$ cat src/verilog/l2_bus_pkg.sv
// L2 external bus interface package
// Line geometry, queue sizing, request opcodes and the entry formats
// of the writeback and load queues

package l2_bus_pkg;

	// Memory bus and cache line geometry
	localparam int BUS_WIDTH = 32;
	localparam int LINE_BYTES = 16;
	localparam int LINE_BITS = LINE_BYTES * 8;
	localparam int BURST_BEATS = LINE_BITS / BUS_WIDTH;

	// A line address is a byte address with the offset bits stripped
	localparam int LINE_ADDR_WIDTH = 28;
	localparam int SET_INDEX_WIDTH = 4;
	localparam int TAG_WIDTH = LINE_ADDR_WIDTH - SET_INDEX_WIDTH;
	localparam int REQ_ID_WIDTH = 4;

	// Both queues have the same depth
	localparam int QUEUE_DEPTH = 8;

	// Stages ahead of this block, which may still deliver requests after a wait
	localparam int INPUT_LATENCY = 4;

	// Lines that may have a fetch in flight at once
	localparam int PENDING_ENTRIES = 4;

	typedef enum logic [2:0] {
		OP_LOAD       = 3'd0,
		OP_STORE      = 3'd1,
		OP_FLUSH      = 3'd2,
		OP_LOAD_SYNC  = 3'd3,
		OP_STORE_SYNC = 3'd4
	} l2_op_t;

	// Victim line on its way back to memory
	typedef struct packed {
		logic [LINE_ADDR_WIDTH-1:0] line_addr;
		logic [LINE_BITS-1:0]       line_data;
	} writeback_entry_t;

	// Miss waiting for a line fetch, or for a reissue only
	typedef struct packed {
		logic                       duplicate;
		l2_op_t                     op;
		logic [LINE_ADDR_WIDTH-1:0] line_addr;
		logic [LINE_BYTES-1:0]      mask;
		logic [REQ_ID_WIDTH-1:0]    id;
	} load_entry_t;

endpackage

$ cat src/verilog/l2_request_fifo.sv
// Request FIFO
// Circular buffer of requests with an early almost-full flag, sized so
// that requests already in the pipeline still fit after it rises

`timescale 1ns/100ps

module l2_request_fifo
	#(parameter type payload_t = logic)
	(input                  clk,
	input                   reset,
	input                   push_i,
	input payload_t         push_data_i,
	input                   pop_i,
	output payload_t        head_o,
	output logic            empty_o,
	output logic            almost_full_o);

	localparam int PTR_WIDTH = $clog2(l2_bus_pkg::QUEUE_DEPTH);
	localparam int COUNT_WIDTH = $clog2(l2_bus_pkg::QUEUE_DEPTH + 1);

	payload_t storage [l2_bus_pkg::QUEUE_DEPTH];
	logic [PTR_WIDTH-1:0] rd_ptr;
	logic [PTR_WIDTH-1:0] wr_ptr;
	logic [COUNT_WIDTH-1:0] count;
	logic full;
	logic do_push;
	logic do_pop;

	assign full = count == COUNT_WIDTH'(l2_bus_pkg::QUEUE_DEPTH);
	assign empty_o = count == '0;

	// Overflow and underflow requests are dropped
	assign do_push = push_i && !full;
	assign do_pop = pop_i && !empty_o;

	// Raised once the free entries are down to the pipeline latency
	assign almost_full_o = count >= COUNT_WIDTH'(l2_bus_pkg::QUEUE_DEPTH
		- l2_bus_pkg::INPUT_LATENCY);

	assign head_o = storage[rd_ptr];

	// Each push lands in the slot under the write pointer
	always_ff @(posedge clk)
	begin
		if (do_push)
			storage[wr_ptr] <= push_data_i;
	end

	always_ff @(posedge clk, posedge reset)
	begin
		if (reset)
		begin
			rd_ptr <= '0;
			wr_ptr <= '0;
			count <= '0;
		end
		else
		begin
			// Pointers wrap naturally since the depth is a power of two
			if (do_push)
				wr_ptr <= wr_ptr + 1'b1;

			if (do_pop)
				rd_ptr <= rd_ptr + 1'b1;

			if (do_push && !do_pop)
				count <= count + 1'b1;
			else if (do_pop && !do_push)
				count <= count - 1'b1;
		end
	end
endmodule

$ cat src/verilog/l2_pending_miss.sv
// Pending miss tracker
// Remembers which lines have a fetch in flight so that a later miss to
// the same line can be reissued without another memory read

`timescale 1ns/100ps

module l2_pending_miss
	(input                                      clk,
	input                                       reset,
	input                                       miss_i,
	input                                       fill_i,
	input [l2_bus_pkg::LINE_ADDR_WIDTH-1:0]     line_addr_i,
	output logic                                duplicate_o);

	logic entry_valid [l2_bus_pkg::PENDING_ENTRIES];
	logic [l2_bus_pkg::LINE_ADDR_WIDTH-1:0] entry_addr [l2_bus_pkg::PENDING_ENTRIES];
	logic [l2_bus_pkg::PENDING_ENTRIES-1:0] hit;
	logic [l2_bus_pkg::PENDING_ENTRIES-1:0] alloc;

	// Match the incoming address against every live entry
	always_comb
	begin
		for (int i = 0; i < l2_bus_pkg::PENDING_ENTRIES; i++)
			hit[i] = entry_valid[i] && entry_addr[i] == line_addr_i;
	end

	assign duplicate_o = |hit;

	// Pick the lowest free slot for a new miss
	always_comb
	begin
		alloc = '0;
		for (int i = l2_bus_pkg::PENDING_ENTRIES - 1; i >= 0; i--)
		begin
			if (!entry_valid[i])
				alloc = l2_bus_pkg::PENDING_ENTRIES'(1) << i;
		end
	end

	always_ff @(posedge clk, posedge reset)
	begin
		if (reset)
		begin
			for (int i = 0; i < l2_bus_pkg::PENDING_ENTRIES; i++)
				entry_valid[i] <= 1'b0;
		end
		else
		begin
			for (int i = 0; i < l2_bus_pkg::PENDING_ENTRIES; i++)
			begin
				// A miss already tracked does not take a second slot
				if (miss_i && !duplicate_o && alloc[i])
					entry_valid[i] <= 1'b1;
				else if (fill_i && hit[i])
					entry_valid[i] <= 1'b0;
			end
		end
	end

	// The line address is captured together with the slot allocation
	always_ff @(posedge clk)
	begin
		for (int i = 0; i < l2_bus_pkg::PENDING_ENTRIES; i++)
		begin
			if (miss_i && !duplicate_o && alloc[i])
				entry_addr[i] <= line_addr_i;
		end
	end
endmodule

$ cat src/verilog/l2_bus_sequencer.sv
// L2 bus sequencer
// Drains the writeback and load queues over a burst bus to memory,
// writebacks first, and hands each finished miss back as a reissue pulse

`timescale 1ns/100ps

module l2_bus_sequencer
	(input                                          clk,
	input                                           reset,

	// Queue heads
	input l2_bus_pkg::writeback_entry_t             wb_head_i,
	input                                           wb_empty_i,
	output logic                                    wb_pop_o,
	input l2_bus_pkg::load_entry_t                  ld_head_i,
	input                                           ld_empty_i,
	output logic                                    ld_pop_o,

	// Write address, data and response channels
	output logic [31:0]                             aw_addr_o,
	output logic [7:0]                              aw_len_o,
	output logic                                    aw_valid_o,
	input                                           aw_ready_i,
	output logic [l2_bus_pkg::BUS_WIDTH-1:0]        w_data_o,
	output logic                                    w_last_o,
	output logic                                    w_valid_o,
	input                                           w_ready_i,
	input                                           b_valid_i,
	output logic                                    b_ready_o,

	// Read address and data channels
	output logic [31:0]                             ar_addr_o,
	output logic [7:0]                              ar_len_o,
	output logic                                    ar_valid_o,
	input                                           ar_ready_i,
	input [l2_bus_pkg::BUS_WIDTH-1:0]               r_data_i,
	input                                           r_valid_i,
	output logic                                    r_ready_o,

	// Reissue toward the arbiter
	output logic                                    reissue_valid_o,
	output logic                                    reissue_duplicate_o,
	output l2_bus_pkg::l2_op_t                      reissue_op_o,
	output logic [l2_bus_pkg::LINE_ADDR_WIDTH-1:0]  reissue_addr_o,
	output logic [l2_bus_pkg::LINE_BYTES-1:0]       reissue_mask_o,
	output logic [l2_bus_pkg::REQ_ID_WIDTH-1:0]     reissue_id_o,
	output logic [l2_bus_pkg::LINE_BITS-1:0]        reissue_line_o);

	localparam int BEAT_WIDTH = $clog2(l2_bus_pkg::BURST_BEATS);
	localparam int OFFSET_WIDTH = $clog2(l2_bus_pkg::LINE_BYTES);
	localparam logic [BEAT_WIDTH-1:0] LAST_BEAT = BEAT_WIDTH'(l2_bus_pkg::BURST_BEATS - 1);

	typedef enum logic [2:0] {
		S_IDLE,
		S_WRITE_ADDR,
		S_WRITE_XFER,
		S_READ_ADDR,
		S_READ_XFER,
		S_COMPLETE
	} state_t;

	state_t state;
	state_t state_next;
	logic [BEAT_WIDTH-1:0] beat;
	logic [BEAT_WIDTH-1:0] beat_next;
	logic wait_b;
	logic skip_read;
	logic [l2_bus_pkg::BUS_WIDTH-1:0] load_buffer [l2_bus_pkg::BURST_BEATS];

	// Burst length encodes beats minus one
	assign aw_len_o = 8'(l2_bus_pkg::BURST_BEATS - 1);
	assign ar_len_o = 8'(l2_bus_pkg::BURST_BEATS - 1);

	// Write responses carry no errors here, so they are always taken
	assign b_ready_o = 1'b1;

	assign aw_addr_o = {wb_head_i.line_addr, OFFSET_WIDTH'(0)};
	assign ar_addr_o = {ld_head_i.line_addr, OFFSET_WIDTH'(0)};

	// Beat 0 is the lowest word of the line
	assign w_data_o = wb_head_i.line_data[beat * l2_bus_pkg::BUS_WIDTH +: l2_bus_pkg::BUS_WIDTH];

	// A duplicate was already fetched by an earlier miss, and a store
	// that writes every byte does not need the old contents at all
	assign skip_read = ld_head_i.duplicate
		|| (ld_head_i.op == l2_bus_pkg::OP_STORE && &ld_head_i.mask);

	// Reissue fields come straight off the load queue head
	assign reissue_duplicate_o = ld_head_i.duplicate;
	assign reissue_op_o = ld_head_i.op;
	assign reissue_addr_o = ld_head_i.line_addr;
	assign reissue_mask_o = ld_head_i.mask;
	assign reissue_id_o = ld_head_i.id;

	always_comb
	begin
		for (int i = 0; i < l2_bus_pkg::BURST_BEATS; i++)
			reissue_line_o[i * l2_bus_pkg::BUS_WIDTH +: l2_bus_pkg::BUS_WIDTH] = load_buffer[i];
	end

	always_comb
	begin
		state_next = state;
		beat_next = beat;
		aw_valid_o = 1'b0;
		w_valid_o = 1'b0;
		w_last_o = 1'b0;
		ar_valid_o = 1'b0;
		r_ready_o = 1'b0;
		wb_pop_o = 1'b0;
		ld_pop_o = 1'b0;
		reissue_valid_o = 1'b0;

		unique case (state)
			S_IDLE:
			begin
				// Writebacks go first so a load never reads a line that
				// is still waiting to be written back
				if (!wb_empty_i)
				begin
					if (!wait_b)
						state_next = S_WRITE_ADDR;
				end
				else if (!ld_empty_i)
				begin
					if (skip_read)
						state_next = S_COMPLETE;
					else
						state_next = S_READ_ADDR;
				end
			end

			S_WRITE_ADDR:
			begin
				aw_valid_o = 1'b1;
				beat_next = '0;
				if (aw_ready_i)
					state_next = S_WRITE_XFER;
			end

			S_WRITE_XFER:
			begin
				w_valid_o = 1'b1;
				w_last_o = beat == LAST_BEAT;
				if (w_ready_i)
				begin
					beat_next = beat + 1'b1;
					if (beat == LAST_BEAT)
					begin
						wb_pop_o = 1'b1;
						state_next = S_IDLE;
					end
				end
			end

			S_READ_ADDR:
			begin
				ar_valid_o = 1'b1;
				beat_next = '0;
				if (ar_ready_i)
					state_next = S_READ_XFER;
			end

			S_READ_XFER:
			begin
				r_ready_o = 1'b1;
				if (r_valid_i)
				begin
					beat_next = beat + 1'b1;
					if (beat == LAST_BEAT)
						state_next = S_COMPLETE;
				end
			end

			S_COMPLETE:
			begin
				// One cycle pulse, the arbiter cannot hold us off
				reissue_valid_o = 1'b1;
				ld_pop_o = 1'b1;
				state_next = S_IDLE;
			end

			default:
				state_next = S_IDLE;
		endcase
	end

	always_ff @(posedge clk, posedge reset)
	begin
		if (reset)
		begin
			state <= S_IDLE;
			beat <= '0;
			wait_b <= 1'b0;
		end
		else
		begin
			state <= state_next;
			beat <= beat_next;

			// Outstanding write response, set by the address handshake
			if (state == S_WRITE_ADDR && aw_ready_i)
				wait_b <= 1'b1;
			else if (b_valid_i)
				wait_b <= 1'b0;
		end
	end

	// Each read beat lands in the slot picked by the beat counter
	always_ff @(posedge clk)
	begin
		if (state == S_READ_XFER && r_valid_i)
			load_buffer[beat] <= r_data_i;
	end
endmodule

$ cat src/verilog/l2_bus_interface.sv
// L2 external bus interface
// Sorts read-stage results into writebacks and misses, queues them, and
// moves lines between the cache and memory through the bus sequencer

`timescale 1ns/100ps

module l2_bus_interface
	(input                                          clk,
	input                                           reset,

	// From the read stage
	input                                           rd_valid_i,
	input l2_bus_pkg::l2_op_t                       rd_op_i,
	input [l2_bus_pkg::LINE_ADDR_WIDTH-1:0]         rd_addr_i,
	input [l2_bus_pkg::LINE_BYTES-1:0]              rd_mask_i,
	input [l2_bus_pkg::REQ_ID_WIDTH-1:0]            rd_id_i,
	input                                           rd_is_fill_i,
	input                                           rd_hit_i,
	input                                           rd_dirty_i,
	input [l2_bus_pkg::TAG_WIDTH-1:0]               rd_old_tag_i,
	input [l2_bus_pkg::LINE_BITS-1:0]               rd_line_data_i,

	// Flow control and events
	output logic                                    input_wait_o,
	output logic                                    wb_event_o,

	// Memory bus
	output logic [31:0]                             aw_addr_o,
	output logic [7:0]                              aw_len_o,
	output logic                                    aw_valid_o,
	input                                           aw_ready_i,
	output logic [l2_bus_pkg::BUS_WIDTH-1:0]        w_data_o,
	output logic                                    w_last_o,
	output logic                                    w_valid_o,
	input                                           w_ready_i,
	input                                           b_valid_i,
	output logic                                    b_ready_o,
	output logic [31:0]                             ar_addr_o,
	output logic [7:0]                              ar_len_o,
	output logic                                    ar_valid_o,
	input                                           ar_ready_i,
	input [l2_bus_pkg::BUS_WIDTH-1:0]               r_data_i,
	input                                           r_valid_i,
	output logic                                    r_ready_o,

	// Reissue to the arbiter
	output logic                                    reissue_valid_o,
	output logic                                    reissue_duplicate_o,
	output l2_bus_pkg::l2_op_t                      reissue_op_o,
	output logic [l2_bus_pkg::LINE_ADDR_WIDTH-1:0]  reissue_addr_o,
	output logic [l2_bus_pkg::LINE_BYTES-1:0]       reissue_mask_o,
	output logic [l2_bus_pkg::REQ_ID_WIDTH-1:0]     reissue_id_o,
	output logic [l2_bus_pkg::LINE_BITS-1:0]        reissue_line_o);

	logic enqueue_wb;
	logic enqueue_load;
	logic duplicate;
	logic wb_empty;
	logic wb_almost_full;
	logic wb_pop;
	logic ld_empty;
	logic ld_almost_full;
	logic ld_pop;
	l2_bus_pkg::writeback_entry_t wb_entry;
	l2_bus_pkg::writeback_entry_t wb_head;
	l2_bus_pkg::load_entry_t ld_entry;
	l2_bus_pkg::load_entry_t ld_head;

	// Dirty victims are evicted by fills and by explicit flushes
	assign enqueue_wb = rd_valid_i && rd_dirty_i && (rd_op_i == l2_bus_pkg::OP_FLUSH || rd_is_fill_i);

	// Only real misses of load and store variants need a line fetch
	assign enqueue_load = rd_valid_i && !rd_hit_i && !rd_is_fill_i
		&& (rd_op_i == l2_bus_pkg::OP_LOAD || rd_op_i == l2_bus_pkg::OP_STORE
		|| rd_op_i == l2_bus_pkg::OP_LOAD_SYNC || rd_op_i == l2_bus_pkg::OP_STORE_SYNC);

	// The victim lives in the same set, under its old tag
	assign wb_entry.line_addr = {rd_old_tag_i, rd_addr_i[l2_bus_pkg::SET_INDEX_WIDTH-1:0]};
	assign wb_entry.line_data = rd_line_data_i;

	assign ld_entry.duplicate = duplicate;
	assign ld_entry.op = rd_op_i;
	assign ld_entry.line_addr = rd_addr_i;
	assign ld_entry.mask = rd_mask_i;
	assign ld_entry.id = rd_id_i;

	assign wb_event_o = enqueue_wb;

	// Hold off the pipeline early enough for in-flight requests to land
	assign input_wait_o = wb_almost_full || ld_almost_full;

	l2_request_fifo #(.payload_t(l2_bus_pkg::writeback_entry_t)) u_wb_queue (
		.clk(clk),
		.reset(reset),
		.push_i(enqueue_wb),
		.push_data_i(wb_entry),
		.pop_i(wb_pop),
		.head_o(wb_head),
		.empty_o(wb_empty),
		.almost_full_o(wb_almost_full));

	l2_request_fifo #(.payload_t(l2_bus_pkg::load_entry_t)) u_load_queue (
		.clk(clk),
		.reset(reset),
		.push_i(enqueue_load),
		.push_data_i(ld_entry),
		.pop_i(ld_pop),
		.head_o(ld_head),
		.empty_o(ld_empty),
		.almost_full_o(ld_almost_full));

	// A fill coming back through the pipeline retires the tracked line
	l2_pending_miss u_pending_miss (
		.clk(clk),
		.reset(reset),
		.miss_i(enqueue_load),
		.fill_i(rd_valid_i && rd_is_fill_i),
		.line_addr_i(rd_addr_i),
		.duplicate_o(duplicate));

	l2_bus_sequencer u_sequencer (
		.clk(clk),
		.reset(reset),
		.wb_head_i(wb_head),
		.wb_empty_i(wb_empty),
		.wb_pop_o(wb_pop),
		.ld_head_i(ld_head),
		.ld_empty_i(ld_empty),
		.ld_pop_o(ld_pop),
		.aw_addr_o(aw_addr_o),
		.aw_len_o(aw_len_o),
		.aw_valid_o(aw_valid_o),
		.aw_ready_i(aw_ready_i),
		.w_data_o(w_data_o),
		.w_last_o(w_last_o),
		.w_valid_o(w_valid_o),
		.w_ready_i(w_ready_i),
		.b_valid_i(b_valid_i),
		.b_ready_o(b_ready_o),
		.ar_addr_o(ar_addr_o),
		.ar_len_o(ar_len_o),
		.ar_valid_o(ar_valid_o),
		.ar_ready_i(ar_ready_i),
		.r_data_i(r_data_i),
		.r_valid_i(r_valid_i),
		.r_ready_o(r_ready_o),
		.reissue_valid_o(reissue_valid_o),
		.reissue_duplicate_o(reissue_duplicate_o),
		.reissue_op_o(reissue_op_o),
		.reissue_addr_o(reissue_addr_o),
		.reissue_mask_o(reissue_mask_o),
		.reissue_id_o(reissue_id_o),
		.reissue_line_o(reissue_line_o));
endmodule

$ cat config.mk
export PLATFORM = sky130hd
export DESIGN_NAME = l2_bus_interface
export DESIGN_NICKNAME = d
export VERILOG_FILES = /design/src/verilog/l2_bus_pkg.sv /design/src/verilog/l2_request_fifo.sv /design/src/verilog/l2_pending_miss.sv /design/src/verilog/l2_bus_sequencer.sv /design/src/verilog/l2_bus_interface.sv
export SDC_FILE = /design/constraint.sdc
export NUM_CORES = 2
export LEC_CHECK = 0
export BUFFER_PORTS_ARGS = -buffer_cell sky130_fd_sc_hd__buf_4
export CAP_MARGIN = 25
export CORE_AREA = 4 4 330 461
export DETAILED_ROUTE_END_ITERATION = 10
export DIE_AREA = 0 0 334 465
export PLACE_DENSITY_LB_ADDON = 0.05
export SLEW_MARGIN = 5
export SYNTH_ARGS = -nofsm -noshare
export SYNTH_HDL_FRONTEND = slang
export SYNTH_SLANG_ARGS = --single-unit
$ cat constraint.sdc
create_clock -name clk -period 19.44 [get_ports clk]
set_input_delay 3.888 -clock clk [delete_from_list [all_inputs] [get_ports clk]]
set_output_delay 3.888 -clock clk [all_outputs]
set_load 0.03 [all_outputs]
==> results.md <==
Outcome:
- The run finished with clean final reports.

Floorplanning:
- From bottom edge to top edge, the die measures 465 µm.
- The initial utilization of the core area, before any placement, comes to 49.7%.
- The floorplan row count is 167.
- The overall die width is 334 µm.
- The die covers 0.155 mm².
- For this design the top-level I/O count stands at 547.
- The floorplan step defined a core boundary enclosing 0.148 mm².

Pwr:
- The part of the total power dissipated in the clock network is 30.1%.
- After layout, the design draws a total of 11400 µW.
- IR analysis of the VDD net gives a maximum drop of 0.000107 V.
- The net switching power of the design is 3280 µW.
- The part of the power in combinational logic is 26.9%.
- For this design the ratio of total power to cell area is 134 mW/mm².
- The cell leakage power is 0.0276 µW.
- The share of total power dissipated in sequential elements is 43.0%.
- The internal power of the cells totals 8160 µW.
- The switching power as a share of total power is 28.7%.

Setup path:
- The launch instance of the worst register-to-register path is u_load_queue.rd_ptr[1].
- STA classifies the critical path endpoint as an output port.
- In this run the register-to-register setup slack is 15.23 ns.
- The destination of the worst register-to-register timing path is u_sequencer.state[2].
- The sort of element at the start of the critical path is a flop.
- Along the worst path, the maximum fanout reaches 109.
- The critical path is of the reg2out type.
- The worst path required time is 15.55 ns.
- The critical path starts at u_wb_queue.rd_ptr[0].
- Measured in cells, the most critical reg-to-reg path has a length of 9.
- The critical path arrival is 4.89 ns.

Detailed routing:
- The overall via count from detail_route is 33500.
- For this run, the detailed router's first-pass iteration total came to 5.
- Dividing the detail-routed wire length by the instance count gives 27.7 µm.
- The number of design rule violations left after detail routing is 0.
- After detailed routing, the number of vias per cell comes to 5.72.
- The number of violations reported at the end of detailed-routing iteration 0 is 2051.
- The count of nets left with antenna violations once routing finished came out at 0.
- The final routed wirelength across all metal layers is 162000 µm.

Clock tree:
- No sink is reached through more buffers than the 3 on the longest clock path.
- For this design, the sink count on the clock tree is 1934.
- The post-cts hold buffer count is 0.
- The number of buffers created by CTS is 181.
- In this run, post-CTS repair resized a total of 0 instances.
- Clock latency on the worst-skew pair, taken at its later pin, is 0.79 ns.
- Clock-pin slew was measured on the worst setup and hold paths at 0.06 ns.
- The clock tree from TritonCTS is done.
- The clock tree synthesis step divided the H-tree into 4 levels.
- The buffers inserted during post-CTS setup optimization is 0.
- Clock tree synthesis selected as its root buffer the cell sky130_fd_sc_hd__clkbuf_16.

Global routing:
- The initial antenna violation count is 31.
- The pin count of the biggest net entering global routing is 143.
- The total overflow reported by the global router is 0.
- The global-route total usage across every layer is 21.0%.
- The via count of the first global-routing pass was 36000.
- The wire length of the first global-routing pass is 240000 µm.

Timing:
- The number of max-slew violations in the final report is 0.
- After layout, the worst path uses 45.1% of the clock period.
- The final hold violation count is 0.
- The worst path meets setup with 10.67 ns of slack.
- For the finished layout, the period the worst path requires is 8.77 ns.
- The setup clock skew after layout is 0.0212 ns.
- The number of failing setup endpoints in the final timing report is 0.
- Setup repair after global routing left no endpoint under its margin.
- Based on the critical path, the design can be clocked at up to 114 MHz.
- The max-slew headroom at the worst pin is 29.2%.
- The setup TNS is 0 ns.
- For the pin with the worst max-slew slack, the measured transition is 1.06 ns.

Place:
- Port buffering added 521 buffers.
- The placement-stage worst setup slack is 10.82 ns.
- Counting tap cells, the placed design contains a total of 5505 instances.
- The final weighted congestion in routability-driven placement is 0.768.
- The wire-length estimate of the detail-placed layout is 89700 µm.

Logic synthesis:
- The cell taking the most area after synthesis is sky130_fd_sc_hd__edfxtp_1.
- The area of the mapped netlist is 0.0736 mm².
- The most common cell in the synthesized netlist is sky130_fd_sc_hd__edfxtp_1.
- For this run, the register share of the synthesized area comes to 78.7%.
- The count of unique library cells instantiated by Yosys is 63.
- Counting instances in the post-synthesis netlist gives the leading cell types as sky130_fd_sc_hd__edfxtp_1, sky130_fd_sc_hd__mux4_2, sky130_fd_sc_hd__nand2_1.
- The synthesized area per cell is 23.3 µm².
- The cell count after synthesis came out at 3154.
- The synthesized design contains 1934 register bits.
- Yosys printed 0 warnings.
- Sorting the synthesized cells by area gives the leading types as sky130_fd_sc_hd__edfxtp_1, sky130_fd_sc_hd__mux4_2, sky130_fd_sc_hd__mux2_2.
- The most used flip-flop cell after synthesis is sky130_fd_sc_hd__edfxtp_1.
- The post-synthesis async set-or-reset flop share is 1.55%.
- The fraction of synthesized cell area taken by the top area cell type is 77.7%.
- The count of flip-flops with a built-in enable after synthesis is 1904.

Min path:
- The path type of the worst min-delay path is reg2reg.
- The hold-critical path endpoint is u_wb_queue.count[3].
- The worst hold path begins at u_wb_queue.count[3].
- The hold-critical path depth is 1.

Final layout:
- Fill cells in the final layout number 10700.
- Of the cells placed in the final design, the portion with a size suffix greater than 1 is 35.6%.
- The area overhead of the layout relative to synthesis is 16.1%.
- The final layout contains 4010 nets.
- The final design utilization is 57.8%.
- Excluding fillers, the count of instances in the completed layout stands at 5854.

Run:
- Max-cap violations in this run came to 0.
## power groups by stage
stage,Combinational (µW),Sequential (µW),Clock [µW]
after floorplan,2290,4950,0
final,3080,4920,3440
after CTS,3140,4920,3530
after global routing,3290,4940,3720
after detailed placement,3130,5010,0
after global placement,3090,5000,0
## cells in the final DEF, fill, tap and decap left out, types with 4 or more instances in the layout
master and instances:
sky130_fd_sc_hd__nand2b_1 7, sky130_fd_sc_hd__a21oi_1 6, sky130_fd_sc_hd__ha_1 14, sky130_fd_sc_hd__mux2i_1 47, sky130_fd_sc_hd__nor2_4 7, sky130_fd_sc_hd__nor3_2 8, sky130_fd_sc_hd__mux2_2 70, sky130_fd_sc_hd__mux4_2 451
sky130_fd_sc_hd__clkbuf_1 42, sky130_fd_sc_hd__o22a_1 6, sky130_fd_sc_hd__buf_4 558, sky130_fd_sc_hd__inv_1 12, sky130_fd_sc_hd__o22ai_1 21, sky130_fd_sc_hd__buf_12 11, sky130_fd_sc_hd__o21ai_0 7, sky130_fd_sc_hd__mux4_1 5
sky130_fd_sc_hd__and2_2 4, sky130_fd_sc_hd__nor2_1 11, sky130_fd_sc_hd__dfrtp_4 6, sky130_fd_sc_hd__clkinv_1 47, sky130_fd_sc_hd__xor2_1 48, sky130_fd_sc_hd__clkinv_2 30, sky130_fd_sc_hd__bufinv_16 17, sky130_fd_sc_hd__clkbuf_16 187
sky130_fd_sc_hd__nor4_1 18, sky130_fd_sc_hd__or2_2 8, sky130_fd_sc_hd__conb_1 25, sky130_fd_sc_hd__nand4_1 24, sky130_fd_sc_hd__xnor2_1 80, sky130_fd_sc_hd__nand2_1 126, sky130_fd_sc_hd__edfxtp_1 1904, sky130_fd_sc_hd__diode_2 16
sky130_fd_sc_hd__dfrtp_1 22
## worst max-delay path by stage
| stage | endpoint | slack [ns] | cells after the start |
|---|---|---|---|
| finish | w_data_o[12] | 10.67 | 7 |
| floorplan | u_wb_queue.storage[5][0] | 2.32 | 8 |
| global placement | wb_event_o | 10.80 | 6 |
| global route | w_data_o[12] | 10.23 | 7 |
| detailed placement | wb_event_o | 10.82 | 6 |
| CTS | w_data_o[12] | 10.47 | 7 |
## cell families (layout without fill, tap and decap cells)
| logic type | after synthesis | after routing | share of synthesized area (%) |
|---|---|---|---|
| mux | 578 | 578 | 15.8 |
| fa+ha+maj | 16 | 16 | 0.292 |
| flops | 1934 | 1934 | 78.7 |
| xor+xnor | 128 | 128 | 1.52 |
| other cells | 2 | 41 | 0.0102 |
| compound gates | 56 | 56 | 0.517 |
| simple gates | 242 | 242 | 1.60 |
| buf+inv | 198 | 916 | 1.57 |
## cell type report
| cell class | count | area [µm²] | area share [%] |
|---|---|---|---|
| diodes | 16 | 40.0 | 0.0468 |
| clock buffers | 231 | 4860 | 5.69 |
| repair buffers | 573 | 4500 | 5.27 |
| well taps | 1943 | 2430 | 2.84 |
| inverters | 13 | 48.8 | 0.0571 |
| flip-flops and latches | 1934 | 58000 | 67.8 |
| clock inverters | 99 | 895 | 1.05 |
| multi-input cells | 1045 | 14700 | 17.2 |
## state kept, by name, summed over array words and instances (netlist names)
signal,cells
u_load_queue.storage,416
u_wb_queue.wr_ptr,3
u_load_queue.count,4
u_wb_queue.count,4
u_load_queue.rd_ptr,3
u_sequencer.load_buffer,128
u_pending_miss.entry_addr,112
u_wb_queue.rd_ptr,3
u_wb_queue.storage,1248
u_sequencer.wait_b,1
u_sequencer.beat,2
u_load_queue.wr_ptr,3
u_pending_miss.entry_valid,4
u_sequencer.state,3
## layer usage
| layer | track usage, % | vias up | routed length, µm |
|---|---|---|---|
| met5 | 0 | - | 171 |
| met4 | 5.18 | 28 | 3510 |
| met3 | 5.58 | 280 | 11100 |
| met2 | 36.0 | 886 | 83200 |
| met1 | 27.2 | 18000 | 64500 |
| li1 | - | 14300 | - |
## worst max-delay path, stage by stage (launching register included)
cell and delay [ns]:
sky130_fd_sc_hd__dfrtp_4 0.78, sky130_fd_sc_hd__buf_12 0.65, sky130_fd_sc_hd__buf_4 0.81, sky130_fd_sc_hd__mux4_2 0.59, sky130_fd_sc_hd__mux4_2 0.47, sky130_fd_sc_hd__nand2_1 0.13, sky130_fd_sc_hd__nand2_1 0.17, sky130_fd_sc_hd__buf_4 0.21
## through the flow
stage	cell area (µm²)	hold WS [ns]
floorplan	73700	0.467
global placement	79600	0.490
detailed placement	79600	0.506
CTS	85400	0.514
global route	85400	0.546
finish	85500	0.512
Power figures use the tool's default switching activity.
